===== src/huff_pkg.sv =====
package huff_pkg;

    // controller state, codes follow the encoder's state numbering
    typedef enum logic [2:0] {
        MODE_IDLE      = 3'd0,
        MODE_HIST      = 3'd1,
        MODE_CODEBOOK  = 3'd4,
        MODE_TRANSLATE = 3'd5
    } mode_e;

    // histogram words, codebook entries share the same base
    localparam logic [31:0] HIST_BASE  = 32'h3300_1024;
    localparam logic [31:0] WORD_BYTES = 32'd4;
    localparam int          PATH_WORDS = 4;

    typedef logic [127:0] path_t;

    typedef struct packed {
        logic        we;
        logic        re;
        logic [31:0] addr;
        logic [31:0] wdata;
    } mem_req_t;

    typedef struct packed {
        logic        busy;
        logic [31:0] rdata;
    } mem_rsp_t;

    // one command from the counting stage
    typedef struct packed {
        logic        start;
        logic        write;   // 1 write, 0 read
        logic [7:0]  index;
        logic [31:0] data;
    } hist_req_t;

endpackage

===== src/sram_if_top.sv =====
`timescale 1ns/1ps

module sram_if_top #(
    parameter int HIST_WORDS = 128,
    parameter int INDEX_BITS = 7
) (
    input  logic                  clk,
    input  logic                  rst,
    input  huff_pkg::mode_e       mode_i,
    input  huff_pkg::hist_req_t   hist_req_i,
    input  logic                  cb_start_i,
    input  logic [INDEX_BITS-1:0] cb_index_i,
    input  huff_pkg::path_t       cb_path_i,
    input  logic                  trn_start_i,
    input  logic [INDEX_BITS-1:0] trn_index_i,
    input  huff_pkg::mem_rsp_t    mem_rsp_i,
    output huff_pkg::mem_req_t    mem_req_o,
    output logic                  clear_done_o,
    output logic                  hist_done_o,
    output logic [31:0]           hist_rdata_o,
    output logic                  cb_done_o,
    output logic                  trn_done_o,
    output huff_pkg::path_t       path_o
);

    huff_pkg::mem_req_t    clear_req;
    huff_pkg::mem_req_t    hist_req;
    huff_pkg::mem_req_t    path_req;
    logic                  busy_fall;
    logic [31:0]           rdata;
    logic                  burst_start;
    logic [INDEX_BITS-1:0] burst_index;
    logic                  burst_done;

    // one burst engine, codebook writes and translation reads
    assign burst_start = cb_start_i | trn_start_i;
    assign burst_index = cb_start_i ? cb_index_i : trn_index_i;

    assign cb_done_o  = burst_done & (mode_i == huff_pkg::MODE_CODEBOOK);
    assign trn_done_o = burst_done & (mode_i == huff_pkg::MODE_TRANSLATE);

    hist_clear #(.HIST_WORDS(HIST_WORDS)) u_clear (
        .clk          (clk),
        .rst          (rst),
        .mode_i       (mode_i),
        .busy_fall_i  (busy_fall),
        .req_o        (clear_req),
        .clear_done_o (clear_done_o)
    );

    hist_access u_hist (
        .clk         (clk),
        .rst         (rst),
        .hist_req_i  (hist_req_i),
        .busy_fall_i (busy_fall),
        .rdata_i     (rdata),
        .req_o       (hist_req),
        .done_o      (hist_done_o),
        .rdata_o     (hist_rdata_o)
    );

    path_burst #(.INDEX_BITS(INDEX_BITS)) u_burst (
        .clk         (clk),
        .rst         (rst),
        .start_i     (burst_start),
        .write_i     (cb_start_i),   // write for codebook, read otherwise
        .index_i     (burst_index),
        .path_i      (cb_path_i),
        .busy_fall_i (busy_fall),
        .rdata_i     (rdata),
        .req_o       (path_req),
        .done_o      (burst_done),
        .path_o      (path_o)
    );

    sram_mux u_mux (
        .clk          (clk),
        .rst          (rst),
        .mode_i       (mode_i),
        .clear_done_i (clear_done_o),
        .clear_req_i  (clear_req),
        .hist_req_i   (hist_req),
        .path_req_i   (path_req),
        .mem_rsp_i    (mem_rsp_i),
        .mem_req_o    (mem_req_o),
        .busy_fall_o  (busy_fall),
        .rdata_o      (rdata)
    );

endmodule


===== src/sram_mux.sv =====
`timescale 1ns/1ps

module sram_mux (
    input  logic               clk,
    input  logic               rst,
    input  huff_pkg::mode_e    mode_i,
    input  logic               clear_done_i,
    input  huff_pkg::mem_req_t clear_req_i,
    input  huff_pkg::mem_req_t hist_req_i,
    input  huff_pkg::mem_req_t path_req_i,
    input  huff_pkg::mem_rsp_t mem_rsp_i,
    output huff_pkg::mem_req_t mem_req_o,
    output logic               busy_fall_o,
    output logic [31:0]        rdata_o
);

    logic busy_q;

    always_ff @(posedge clk, posedge rst) begin
        if (rst) busy_q <= 1'b0;
        else     busy_q <= mem_rsp_i.busy;
    end

    // completion cycle, busy high last cycle and low now
    assign busy_fall_o = busy_q & ~mem_rsp_i.busy;
    assign rdata_o     = mem_rsp_i.rdata;

    always_comb begin
        mem_req_o = '0;
        if (!clear_done_i) begin
            mem_req_o = clear_req_i;   // sweep owns the port first
        end else begin
            case (mode_i)
                huff_pkg::MODE_HIST:      mem_req_o = hist_req_i;
                huff_pkg::MODE_CODEBOOK,
                huff_pkg::MODE_TRANSLATE: mem_req_o = path_req_i;
                default:                  mem_req_o = '0;
            endcase
        end
    end

endmodule


===== src/path_burst.sv =====
`timescale 1ns/1ps

module path_burst #(
    parameter int INDEX_BITS = 7
) (
    input  logic                  clk,
    input  logic                  rst,
    input  logic                  start_i,
    input  logic                  write_i,
    input  logic [INDEX_BITS-1:0] index_i,
    input  huff_pkg::path_t       path_i,
    input  logic                  busy_fall_i,
    input  logic [31:0]           rdata_i,
    output huff_pkg::mem_req_t    req_o,
    output logic                  done_o,
    output huff_pkg::path_t       path_o
);

    logic                  active;
    logic                  wait_ph;    // 0 issue, 1 wait for completion
    logic [1:0]            word_cnt;
    logic                  accept;
    logic                  last_word;
    logic [6:0]            slice_lo;   // low bit of the current word
    logic                  write_q;
    logic [INDEX_BITS-1:0] index_q;
    huff_pkg::path_t       path_q;
    logic [31:0]           entry_addr;

    assign accept    = start_i & ~active;
    assign last_word = (word_cnt == 2'(huff_pkg::PATH_WORDS - 1));

    // word k sits at bits (3-k)*32, msw first
    assign slice_lo = {~word_cnt, 5'd0};

    assign entry_addr = huff_pkg::HIST_BASE
                      + 32'(index_q) * (32'(huff_pkg::PATH_WORDS) * huff_pkg::WORD_BYTES);

    always_ff @(posedge clk, posedge rst) begin
        if (rst) begin
            active   <= 1'b0;
            wait_ph  <= 1'b0;
            word_cnt <= '0;
            done_o   <= 1'b0;
            path_o   <= '0;
        end else begin
            done_o <= 1'b0;
            if (accept) begin
                active   <= 1'b1;
                wait_ph  <= 1'b0;
                word_cnt <= '0;
            end else if (active && !wait_ph) begin
                wait_ph <= 1'b1;
            end else if (active && busy_fall_i) begin
                wait_ph <= 1'b0;
                if (!write_q) begin
                    path_o[slice_lo +: 32] <= rdata_i;
                end
                if (last_word) begin
                    active <= 1'b0;
                    done_o <= 1'b1;
                end else begin
                    word_cnt <= word_cnt + 1'b1;
                end
            end
        end
    end

    always_ff @(posedge clk) begin
        if (accept) begin
            write_q <= write_i;
            index_q <= index_i;
            path_q  <= path_i;
        end
    end

    always_comb begin
        req_o       = '0;
        req_o.we    = active & ~wait_ph & write_q;
        req_o.re    = active & ~wait_ph & ~write_q;
        req_o.addr  = entry_addr + 32'(word_cnt) * huff_pkg::WORD_BYTES;
        req_o.wdata = path_q[slice_lo +: 32];
    end

endmodule


===== src/hist_access.sv =====
`timescale 1ns/1ps

module hist_access (
    input  logic                clk,
    input  logic                rst,
    input  huff_pkg::hist_req_t hist_req_i,
    input  logic                busy_fall_i,
    input  logic [31:0]         rdata_i,
    output huff_pkg::mem_req_t  req_o,
    output logic                done_o,
    output logic [31:0]         rdata_o
);

    typedef enum logic [1:0] {ST_IDLE, ST_ISSUE, ST_WAIT} state_e;

    state_e      state;
    logic        write_q;
    logic [7:0]  index_q;
    logic [31:0] data_q;

    always_ff @(posedge clk, posedge rst) begin
        if (rst) begin
            state   <= ST_IDLE;
            done_o  <= 1'b0;
            rdata_o <= '0;
        end else begin
            done_o <= 1'b0;
            case (state)
                ST_IDLE:  if (hist_req_i.start) state <= ST_ISSUE;
                ST_ISSUE: state <= ST_WAIT;
                ST_WAIT: begin
                    if (busy_fall_i) begin
                        state  <= ST_IDLE;
                        done_o <= 1'b1;
                        if (!write_q) rdata_o <= rdata_i;   // old count
                    end
                end
                default:  state <= ST_IDLE;
            endcase
        end
    end

    // command payload, taken only when idle
    always_ff @(posedge clk) begin
        if (state == ST_IDLE && hist_req_i.start) begin
            write_q <= hist_req_i.write;
            index_q <= hist_req_i.index;
            data_q  <= hist_req_i.data;
        end
    end

    always_comb begin
        req_o       = '0;
        req_o.we    = (state == ST_ISSUE) & write_q;
        req_o.re    = (state == ST_ISSUE) & ~write_q;
        req_o.addr  = huff_pkg::HIST_BASE + 32'(index_q) * huff_pkg::WORD_BYTES;
        req_o.wdata = data_q;
    end

endmodule


===== src/hist_clear.sv =====
`timescale 1ns/1ps

module hist_clear #(
    parameter int HIST_WORDS = 128
) (
    input  logic               clk,
    input  logic               rst,
    input  huff_pkg::mode_e    mode_i,
    input  logic               busy_fall_i,
    output huff_pkg::mem_req_t req_o,
    output logic               clear_done_o
);

    localparam int CNT_BITS = (HIST_WORDS > 1) ? $clog2(HIST_WORDS) : 1;

    logic                running;
    logic                waiting;   // write sent, completion pending
    logic [CNT_BITS-1:0] word_cnt;
    logic                last_word;

    assign last_word = (word_cnt == CNT_BITS'(HIST_WORDS - 1));

    always_ff @(posedge clk, posedge rst) begin
        if (rst) begin
            running      <= 1'b0;
            waiting      <= 1'b0;
            word_cnt     <= '0;
            clear_done_o <= 1'b0;
        end else begin
            if (!running && !clear_done_o && mode_i == huff_pkg::MODE_HIST) begin
                running <= 1'b1;
            end else if (running && !waiting) begin
                waiting <= 1'b1;
            end else if (running && busy_fall_i) begin
                waiting  <= 1'b0;
                word_cnt <= word_cnt + 1'b1;
                if (last_word) begin
                    running      <= 1'b0;
                    clear_done_o <= 1'b1;   // sticky until reset
                end
            end
        end
    end

    always_comb begin
        req_o       = '0;
        req_o.we    = running & ~waiting;
        req_o.addr  = huff_pkg::HIST_BASE + 32'(word_cnt) * huff_pkg::WORD_BYTES;
        req_o.wdata = '0;   // sweep writes zeros
    end

endmodule


===== config.mk =====
export PLATFORM = sky130hd
export DESIGN_NAME = sram_if_top
export DESIGN_NICKNAME = d
export VERILOG_FILES = /design/src/huff_pkg.sv /design/src/sram_if_top.sv /design/src/sram_mux.sv /design/src/path_burst.sv /design/src/hist_access.sv /design/src/hist_clear.sv
export SDC_FILE = /design/constraint.sdc
export NUM_CORES = 1
export LEC_CHECK = 0
export ABC_AREA = 1
export BUFFER_PORTS_ARGS = -buffer_cell sky130_fd_sc_hd__buf_2
export CAP_MARGIN = 5
export CORE_ASPECT_RATIO = 0.8
export CORE_UTILIZATION = 45
export CTS_BUF_LIST = sky130_fd_sc_hd__clkbuf_8 sky130_fd_sc_hd__clkbuf_16
export CTS_CLUSTER_SIZE = 16
export DETAILED_ROUTE_END_ITERATION = 16
export PLACE_DENSITY = 0.7
export SLEW_MARGIN = 20
export SYNTH_ARGS = -nofsm -noshare
export SYNTH_HDL_FRONTEND = slang
export SYNTH_HIERARCHICAL = 1
export SYNTH_SLANG_ARGS = --single-unit

===== constraint.sdc =====
create_clock -name clk -period 6.45 [get_ports clk]
set_input_delay 0.3225 -clock clk [delete_from_list [all_inputs] [get_ports clk]]
set_output_delay 0.3225 -clock clk [all_outputs]
set_load 0.02 [all_outputs]

* After elaboration in Yosys (flattened, before gate mapping) *
Cells that the tools add are included.

word-level totals
  input port bits = 224
  output and inout port bits = 230
  logic and storage cells = 121
  bits in registers = 356

cells by class
  reductions and logical operators = 28
  bitwise logic cells = 22
  equal/unequal tests = 12
  add/subtract/negate cells = 7
  muxes and demuxes = 30
  shift operators = 3

operator list
  cell                                                                       number
  66-bit one-hot mux with 2 select lines                                     1
  128-bit bitwise mux                                                        1
  32-bit by 9-bit variable shift with 128-bit output (first input constant)  1
  128-bit by 8-bit variable part select with 32-bit output                   1
  32-bit by 9-bit variable part select with 128-bit output                   1
  66-bit 2-to-1 mux                                                          1
  32-bit by 4-bit adder with 32-bit output                                   1
  30-bit by 10-bit adder with 31-bit output (first input constant)           1
  30-bit by 11-bit adder with 31-bit output (first input constant)           1
  30-bit by 9-bit adder with 31-bit output (first input constant)            1
  1-bit 2-to-1 mux                                                           19
  3-bit AND reduction                                                        5
  2-bit 2-to-1 mux                                                           6
  1-bit AND                                                                  10
  1-bit inverter                                                             10
  2-bit nonzero test                                                         5
  7-bit negator with 9-bit output                                            1
  2-bit by 1-bit inequality test with 1-bit output (second input constant)   4
  4-bit AND reduction                                                        2
  7-bit by 1-bit adder with 7-bit output (second input constant)             1
  7-bit == test (second input constant)                                      1
  1-bit logical AND                                                          7
  7-bit 2-to-1 mux                                                           1
  3-bit == test (second input constant)                                      2
  other kinds (13)                                                           18

* Longest topological paths before layout *
Gate-level depths: netlist (run 1).

  word-level depth = 6
  depth in mapped cells = 10
  gate-level depth less buffers = 10

* Hierarchy *
Netlist (run 1), hierarchy kept.

modules (own cells, without submodules)
  module       area an instance (um^2)  instances  seq. area each (um^2)  cells an instance
  path_burst   11,534.8                 1          7,412.1                1,217
  hist_access  2,985.4                  1          2,107.0                250
  sram_mux     2,049.5                  1          25.0                   471
  hist_clear   1,007.2                  1          250.2                  129
  sram_if_top  126.4                    1          0.0                    31

* Least setup slack after synthesis (run 1) *
Ideal clock, no wire load.

  kind = register -> register
  start point = register u_hist.state[0]
  end point = register u_hist.data_q[0], enable pin
  cell stages (with the launch flop) = 2
  period minus slack after synthesis = 4.002 ns
  path slack = 2.448 ns
  path buffers = 0
  arrival = 3.503 ns
  cell sequence = dfrtp_1 > nor3b_1

between the ends
  word-level cells in the longest chain between the ends = 2

RTL lines
  item                      line               source
  start: declaration        hist_access.sv:16  state_e state;
  start signal: assignment  hist_access.sv:23  state <= ST_IDLE;
  start signal: assignment  hist_access.sv:29  ST_IDLE: if (hist_req_i.start) state <= ST_ISSUE;
  start signal: assignment  hist_access.sv:30  ST_ISSUE: state <= ST_WAIT;
  2-bit zero test           hist_access.sv:45  if (state == ST_IDLE && hist_req_i.start) begin
  1-bit logical AND         hist_access.sv:45
  end signal: assignment    hist_access.sv:48  data_q <= hist_req_i.data;
  end: declaration          hist_access.sv:19  logic [31:0] data_q;

Every way passes these cells.
A chain may end at the register's enable or synchronous reset.

==> results.py, run 1 <==
metrics = {
    "run": {
        "drv_cap": 0,
    },
    "clock_tree": {
        "cts_setup_buffers": 0,
        "htreeDepth": 2,
        "clk_pin_slew_ps": 60,
        "tritoncts": "built",
        "clk_path_buf_depth": 3,
        "cts-resized-gates": 0,
        "insertion_delay_ps": 550,
        "root_buffer": "clkbuf_16",
        "clock_sinks": 356,
        "cts_buffers": 39,
        "hold_buffers": 171,
    },
    "routing": {
        "dr.pass1.iters": 6,
        "vias": 16066,
        "post-route-drc-count": 0,
        "highest_layer": "met4",
        "routed_wl_um": 58200,
        "wl_per_cell_um": 18.4,
        "avgViaCountPerCell": 5.08,
        "drt-met1-wl_um": 23600,
        "wl_met2_um": 26700,
        "drtAntennaViolNets": 0,
        "initialDrtViolationCount": 1692,
        "wl_met3_um": 5780,
    },
    "worst_setup_path": {
        "worstRegToRegCells": 7,
        "crit_start": "u_burst/word_cnt[0]$_DFFE_PP0P_",
        "cp-start-kind": "register",
        "cp_max_fo": 71,
        "critPathRequiredTime_ps": 6130,
        "end_kind": "primary output",
        "critPathKind": "reg -> out",
        "arrival_ps": 3840,
        "rr_startpoint": "u_burst/word_cnt[0]$_DFFE_PP0P_",
        "rrSetupSlack_ps": 2930,
    },
    "die": {
        "rows": 64,
        "die_w_um": 224,
        "num_io_pins": 454,
        "coreArea_um2": 38500,
        "dieArea_um2": 40100,
        "die_y_um": 179,
        "initial_core_util": 0.460,
    },
    "synthesis": {
        "ys_warn_count": 6,
        "yosysSeqAreaShare": 0.553,
        "syn_inst": 2098,
        "ys_ff_latch": 356,
        "synth_cell_types": 32,
        "synth_area_per_cell_um2": 8.44,
        "netlist_area_um2": 17700,
    },
    "global_routing": {
        "grt_first_pass_wirelength_um": 89900,
        "antenna_found_initial": 5,
        "grt_pass1_vias": 15831,
        "grt_overflow": 0,
        "grt_max_degree": 97,
        "grt_util_all_layers": 0.288,
    },
    "final_layout": {
        "layoutNonFillerInstCount": 3164,
        "layout_commonest_cell": "nand2_1",
        "final_cell_area_um2": 22400,
        "post-route-util": 0.583,
        "layout_common_cells": "nand2_1, buf_2, nand3_1",
        "syn_to_final_growth_pct": 26.8,
        "drive_gt1_frac": 0.207,
        "nets": 2835,
    },
    "power_and_ir_drop": {
        "ir_worst_vdd_mv": 0.328,
        "power_density_nw_per_um2": 393,
        "power_leakage_nw": 11.8,
    },
    "timing": {
        "fmax_ghz": 0.240,
        "finalSetupViolCount": 0,
        "rsz0062_at_grt": "no",
        "timing.final.crit_share": 0.646,
        "slew_viol_final": 0,
        "period_minus_slack_ps": 4160,
        "relSlewSlack": 0.334,
        "setup_tns_ps": 0,
        "hold_violations": 0,
        "finClkSkew_ps": 29.6,
        "final.hold.worst_slack_ps": 67.3,
        "tightest_slew_ps": 1000,
    },
    "placement": {
        "placed_area_um2": 19500,
        "gp_congestion": 0.934,
        "port_buffers": 436,
        "dp_hpwl_um": 36500,
        "dp_cells": 2920,
    },
    "worst_hold_path": {
        "hold_depth": 2,
        "min_from": "hist_req_i[41]",
        "min_path_type": "in -> reg",
    },
    "status": {
        "outcome": "finished, final reports clean",
    },
}
## path summary, 6_finish.rpt
| kind | end |
|---|---|
| min in group asynchronous | u_mux/busy_q$_DFF_PP0_ |
| max in group asynchronous | u_burst/word_cnt[0]$_DFFE_PP0P_ |
| hold reg to reg | u_burst/path_o[31]$_DFFE_PP0P_ |
| hold / removal | u_hist/state[0]$_DFFE_PP0P_ |
| setup / recovery | mem_req_o[4] |
| setup reg to reg | u_burst/path_o[77]$_DFFE_PP0P_ |
## metrics by stage
| stage | total power [W] | setup slack, ps |
|---|---|---|
| 2_1_floorplan | 0.00546 | 2450 |
| 3_3_place_gp | 0.00643 | 2740 |
| 3_5_place_dp | 0.00650 | 2770 |
| 4_1_cts | 0.00878 | 2400 |
| 5_1_grt | 0.00928 | 2090 |
| 6_report | 0.00883 | 2290 |
## registers in the layout, summed over array words and instances (netlist names)
register              cells
u_hist/data_q            32
u_burst/word_cnt          2
u_hist/state              2
u_burst/active            1
u_burst/index_q           7
u_burst/write_q           1
u_hist/index_q            8
u_clear/running           1
u_hist/done_o             1
u_mux/busy_q              1
u_hist/rdata_o           32
u_burst/done_o            1
u_burst/path_q          128
u_clear/waiting           1
u_burst/path_o          128
u_burst/wait_ph           1
u_clear/word_cnt          7
u_hist/write_q            1
u_clear/clear_done_o      1
## Yosys cell counts
master | number | area share
nand2_1 | 795 | 0.17
nand3_1 | 239 | 0.068
nor2_1 | 210 | 0.045
dfrtp_1 | 179 | 0.25
edfxtp_1 | 177 | 0.30
buf_4 | 157 | 0.067
inv_1 | 70 | 0.015
o21ai_0 | 69 | 0.020
clkbuf_1 | 56 | 0.012
o22ai_1 | 32 | 0.011
buf_2 | 31 | 0.0088
xor2_1 | 12 | 0.0059
buf_1 | 11 | 0.0023
nand4_1 | 10 | 0.0035
ha_1 | 7 | 0.0049
conb_1 | 6 | 0.0013
inv_2 | 5 | 0.0011
nor2_2 | 5 | 0.0018
a21oi_1 | 4 | 0.0011
buf_6 | 4 | 0.0025
nor3_1 | 4 | 0.0011
nor2_4 | 3 | 0.0019
nand2_2 | 2 | 0.00071
nor3b_1 | 2 | 0.00085
and2_1 | 1 | 0.00035
clkbuf_2 | 1 | 0.00028
nand2_4 | 1 | 0.00064
nand3_2 | 1 | 0.00057
nand3_4 | 1 | 0.00099
nand3b_1 | 1 | 0.00042
or2_1 | 1 | 0.00035
xnor2_1 | 1 | 0.00049
## logic make-up (layout without fill, tap and decap cells)
| family | Yosys count | after routing | synth area share |
|---|---|---|---|
| buf+inv | 335 | 772 | 0.108 |
| other cells | 6 | 107 | 0.00127 |
| simple gates | 1276 | 1276 | 0.294 |
| fa+ha+maj | 7 | 7 | 0.00495 |
| xor+xnor | 13 | 13 | 0.00643 |
| flops | 356 | 356 | 0.553 |
| compound gates | 105 | 105 | 0.0319 |
## worst max-delay path, cell delays in order, from the launching register on
cell	delay [ps]
dfrtp_2	340
buf_4	620
clkinv_2	740
buf_4	550
o21ai_0	370
o22ai_1	180
nand2_1	110
nand2_1	60
nand2_1	70
nand2_1	50
buf_2	150
## power by group
part	switching, W	internal [W]
clock	0.000927	0.00127
sequential	0.000325	0.00305
combinational	0.00234	0.000918
## routing by layer
metal  track usage  vias up
li1              -     7518
met1         0.380     7551
met2         0.455      855
met3        0.0750      142
met4         0.114        0
met5             0        -
## cell type report
| class | count | area (µm²) |
|---|---|---|
| Fill cell | 3288 | 16100 |
| Sequential cell | 356 | 9800 |
| Multi-Input combinational cell | 1503 | 6390 |
| Timing Repair Buffer | 629 | 4060 |
| Clock buffer | 42 | 1030 |
| Tap cell | 528 | 661 |
| Inverter | 75 | 290 |
| Clock inverter | 26 | 211 |
| Antenna cell | 5 | 12.5 |
(Power assumes the default switching activity.)
==> run 2: changes to the inputs <==
==> constraint.sdc (replaced) <==
create_clock -name clk -period 4.29 [get_ports clk]
set_input_delay 0.2145 -clock clk [delete_from_list [all_inputs] [get_ports clk]]
set_output_delay 0.2145 -clock clk [all_outputs]
set_load 0.02 [all_outputs]
==> run 2 against run 1 <==
Effect of this change: critical endpoint is now mem_req_o[15]; combinational power increased by 51%; sequential share of layout area decreased by 1.0 points; largest cell class unchanged; cell count increased by 1.5%.
==> results.py, run 2 (synthesis gave the netlist of run 1 again) <==
metrics = {
    "status": {
        "outcome": "finished, final reports clean",
    },
    "clock_tree": {
        "clk_path_buf_depth": 3,
        "clk_pin_slew_ps": 70,
        "htreeDepth": 2,
        "tritoncts": "built",
        "cts_buffers": 40,
        "hold_buffers": 207,
        "clock_sinks": 356,
        "root_buffer": "clkbuf_16",
        "cts_setup_buffers": 0,
        "insertion_delay_ps": 560,
        "cts-resized-gates": 0,
    },
    "die": {
        "dieArea_um2": 40100,
        "coreArea_um2": 38500,
        "rows": 64,
        "initial_core_util": 0.460,
        "num_io_pins": 454,
        "die_y_um": 179,
        "die_w_um": 224,
    },
    "final_layout": {
        "nFillCells": 3289,
        "drive_gt1_frac": 0.207,
        "final-seq-area_um2": 9800,
        "layout_commonest_cell": "nand2_1",
        "final_cell_area_um2": 23000,
        "multiInputGateArea_um2": 6380,
        "layout_common_cells": "nand2_1, buf_2, nand3_1",
        "syn_to_final_growth_pct": 29.9,
        "layoutNonFillerInstCount": 3212,
        "nets": 2879,
        "post-route-util": 0.597,
        "reg.largest.list": "u_burst/path_o: 128 flops, u_burst/path_q: 128 flops",
    },
    "routing": {
        "avgViaCountPerCell": 5.06,
        "initialDrtViolationCount": 1532,
        "dr.pass1.iters": 9,
        "post-route-drc-count": 0,
        "routed_wl_um": 58800,
        "vias": 16243,
        "drtAntennaViolNets": 0,
        "wl_per_cell_um": 18.3,
    },
    "power_and_ir_drop": {
        "power_density_nw_per_um2": 588,
        "switching_power_w": 0.00544,
        "p_comb_frac": 0.362,
        "internal-power_w": 0.00808,
        "sw_frac_of_total": 0.402,
        "seqPwrFrac": 0.377,
        "ir_worst_vdd_mv": 0.361,
        "clock_power_share": 0.261,
        "power_leakage_nw": 12.0,
    },
    "worst_setup_path": {
        "arrival_ps": 3110,
        "end_kind": "primary output",
        "critPathKind": "reg -> out",
        "cp-start-kind": "register",
        "rrSetupSlack_ps": 1590,
        "cp_max_fo": 37,
        "critPathRequiredTime_ps": 4080,
    },
    "global_routing": {
        "grt_overflow": 0,
        "grt_first_pass_wirelength_um": 90300,
        "grt_util_all_layers": 0.290,
        "grt_max_degree": 97,
        "grt_pass1_vias": 15904,
        "antenna_found_initial": 7,
    },
    "placement": {
        "placed_area_um2": 19600,
        "pre_cts_ws_ps": 1590,
        "port_buffers": 436,
        "dp_cells": 2927,
        "gp_congestion": 0.941,
        "dp_hpwl_um": 37600,
    },
    "timing": {
        "timing.final.crit_share": 0.776,
        "finalSetupViolCount": 0,
        "relSlewSlack": 0.332,
        "period_minus_slack_ps": 3330,
        "tightest_slew_ps": 1000,
        "finClkSkew_ps": 30.7,
        "setup_tns_ps": 0,
        "hold_violations": 0,
        "fmax_ghz": 0.300,
        "fin_ws_ps": 962,
        "slew_viol_final": 0,
        "rsz0062_at_grt": "no",
    },
    "run": {
        "drv_cap": 0,
    },
    "worst_hold_path": {
        "min_path_type": "in -> reg",
    },
}
[run 2: cell count changes in the layout (fill, tap and decap cells not counted), moves of 4 or more]
cell	delta
dlygate4sd3_1	+36
clkbuf_8	+8
buf_4	+5
clkinv_2	-4
inv_1	-4
[run 2: power by group through the flow]
stage | registers [W] | logic, W | clock network, W
3_5_place_dp | 0.00512 | 0.00466 | 0
4_1_cts | 0.00508 | 0.00483 | 0.00355
5_1_grt | 0.00520 | 0.00532 | 0.00370
2_1_floorplan | 0.00573 | 0.00249 | 0
3_3_place_gp | 0.00510 | 0.00459 | 0
6_report | 0.00509 | 0.00490 | 0.00353
[run 2: final timing paths]
check	startpoint	end	cells past startpoint
worst max-delay path	u_burst/word_cnt[0]$_DFFE_PP0P_	mem_req_o[15]	10
worst min-delay path	mem_rsp_i[5]	u_hist/rdata_o[5]$_DFFE_PP0P_	3
worst max register to register	u_burst/word_cnt[0]$_DFFE_PP0P_	u_burst/path_o[80]$_DFFE_PP0P_	7
worst min register to register	u_burst/path_o[10]$_DFFE_PP0P_	u_burst/path_o[10]$_DFFE_PP0P_	2
max in group asynchronous	rst	u_burst/path_o[56]$_DFFE_PP0P_	4
min in group asynchronous	rst	u_mux/busy_q$_DFF_PP0_	3
[run 2: routing by layer]
layer / vias up / global-route usage / wire length [µm]
li1: 7611 / - / -
met1: 7609 / 0.395 / 24600
met2: 833 / 0.443 / 26000
met3: 190 / 0.0637 / 5320
met4: 0 / 0.131 / 2860
met5: - / 0 / 0
[run 2: worst max-delay path, cell delays in order, from the launching register on]
cell      delay, ps
dfrtp_2         470
clkinv_2        310
buf_4           420
buf_4           430
o21ai_0         140
o22ai_1         140
nand2_1         130
nand2_1         150
nand2_1          50
nand2_1         110
buf_2           170
[run 2: final cells by class]
cell class              count  area share
multi-input cells        1503       0.278
inverters                  75      0.0125
well taps                 528      0.0287
repair buffers            672       0.196
flip-flops and latches    356       0.426
clock buffers              50      0.0495
clock inverters            21     0.00909
diodes                      7    0.000762
[run 2: stage by stage]
stage / power, W / hold WS, ps
finish: 0.0135 / 26.3
global route: 0.0142 / 10.8
CTS: 0.0135 / 0.216
detailed placement: 0.00979 / 105
global placement: 0.00968 / 105
floorplan: 0.00822 / -56.8
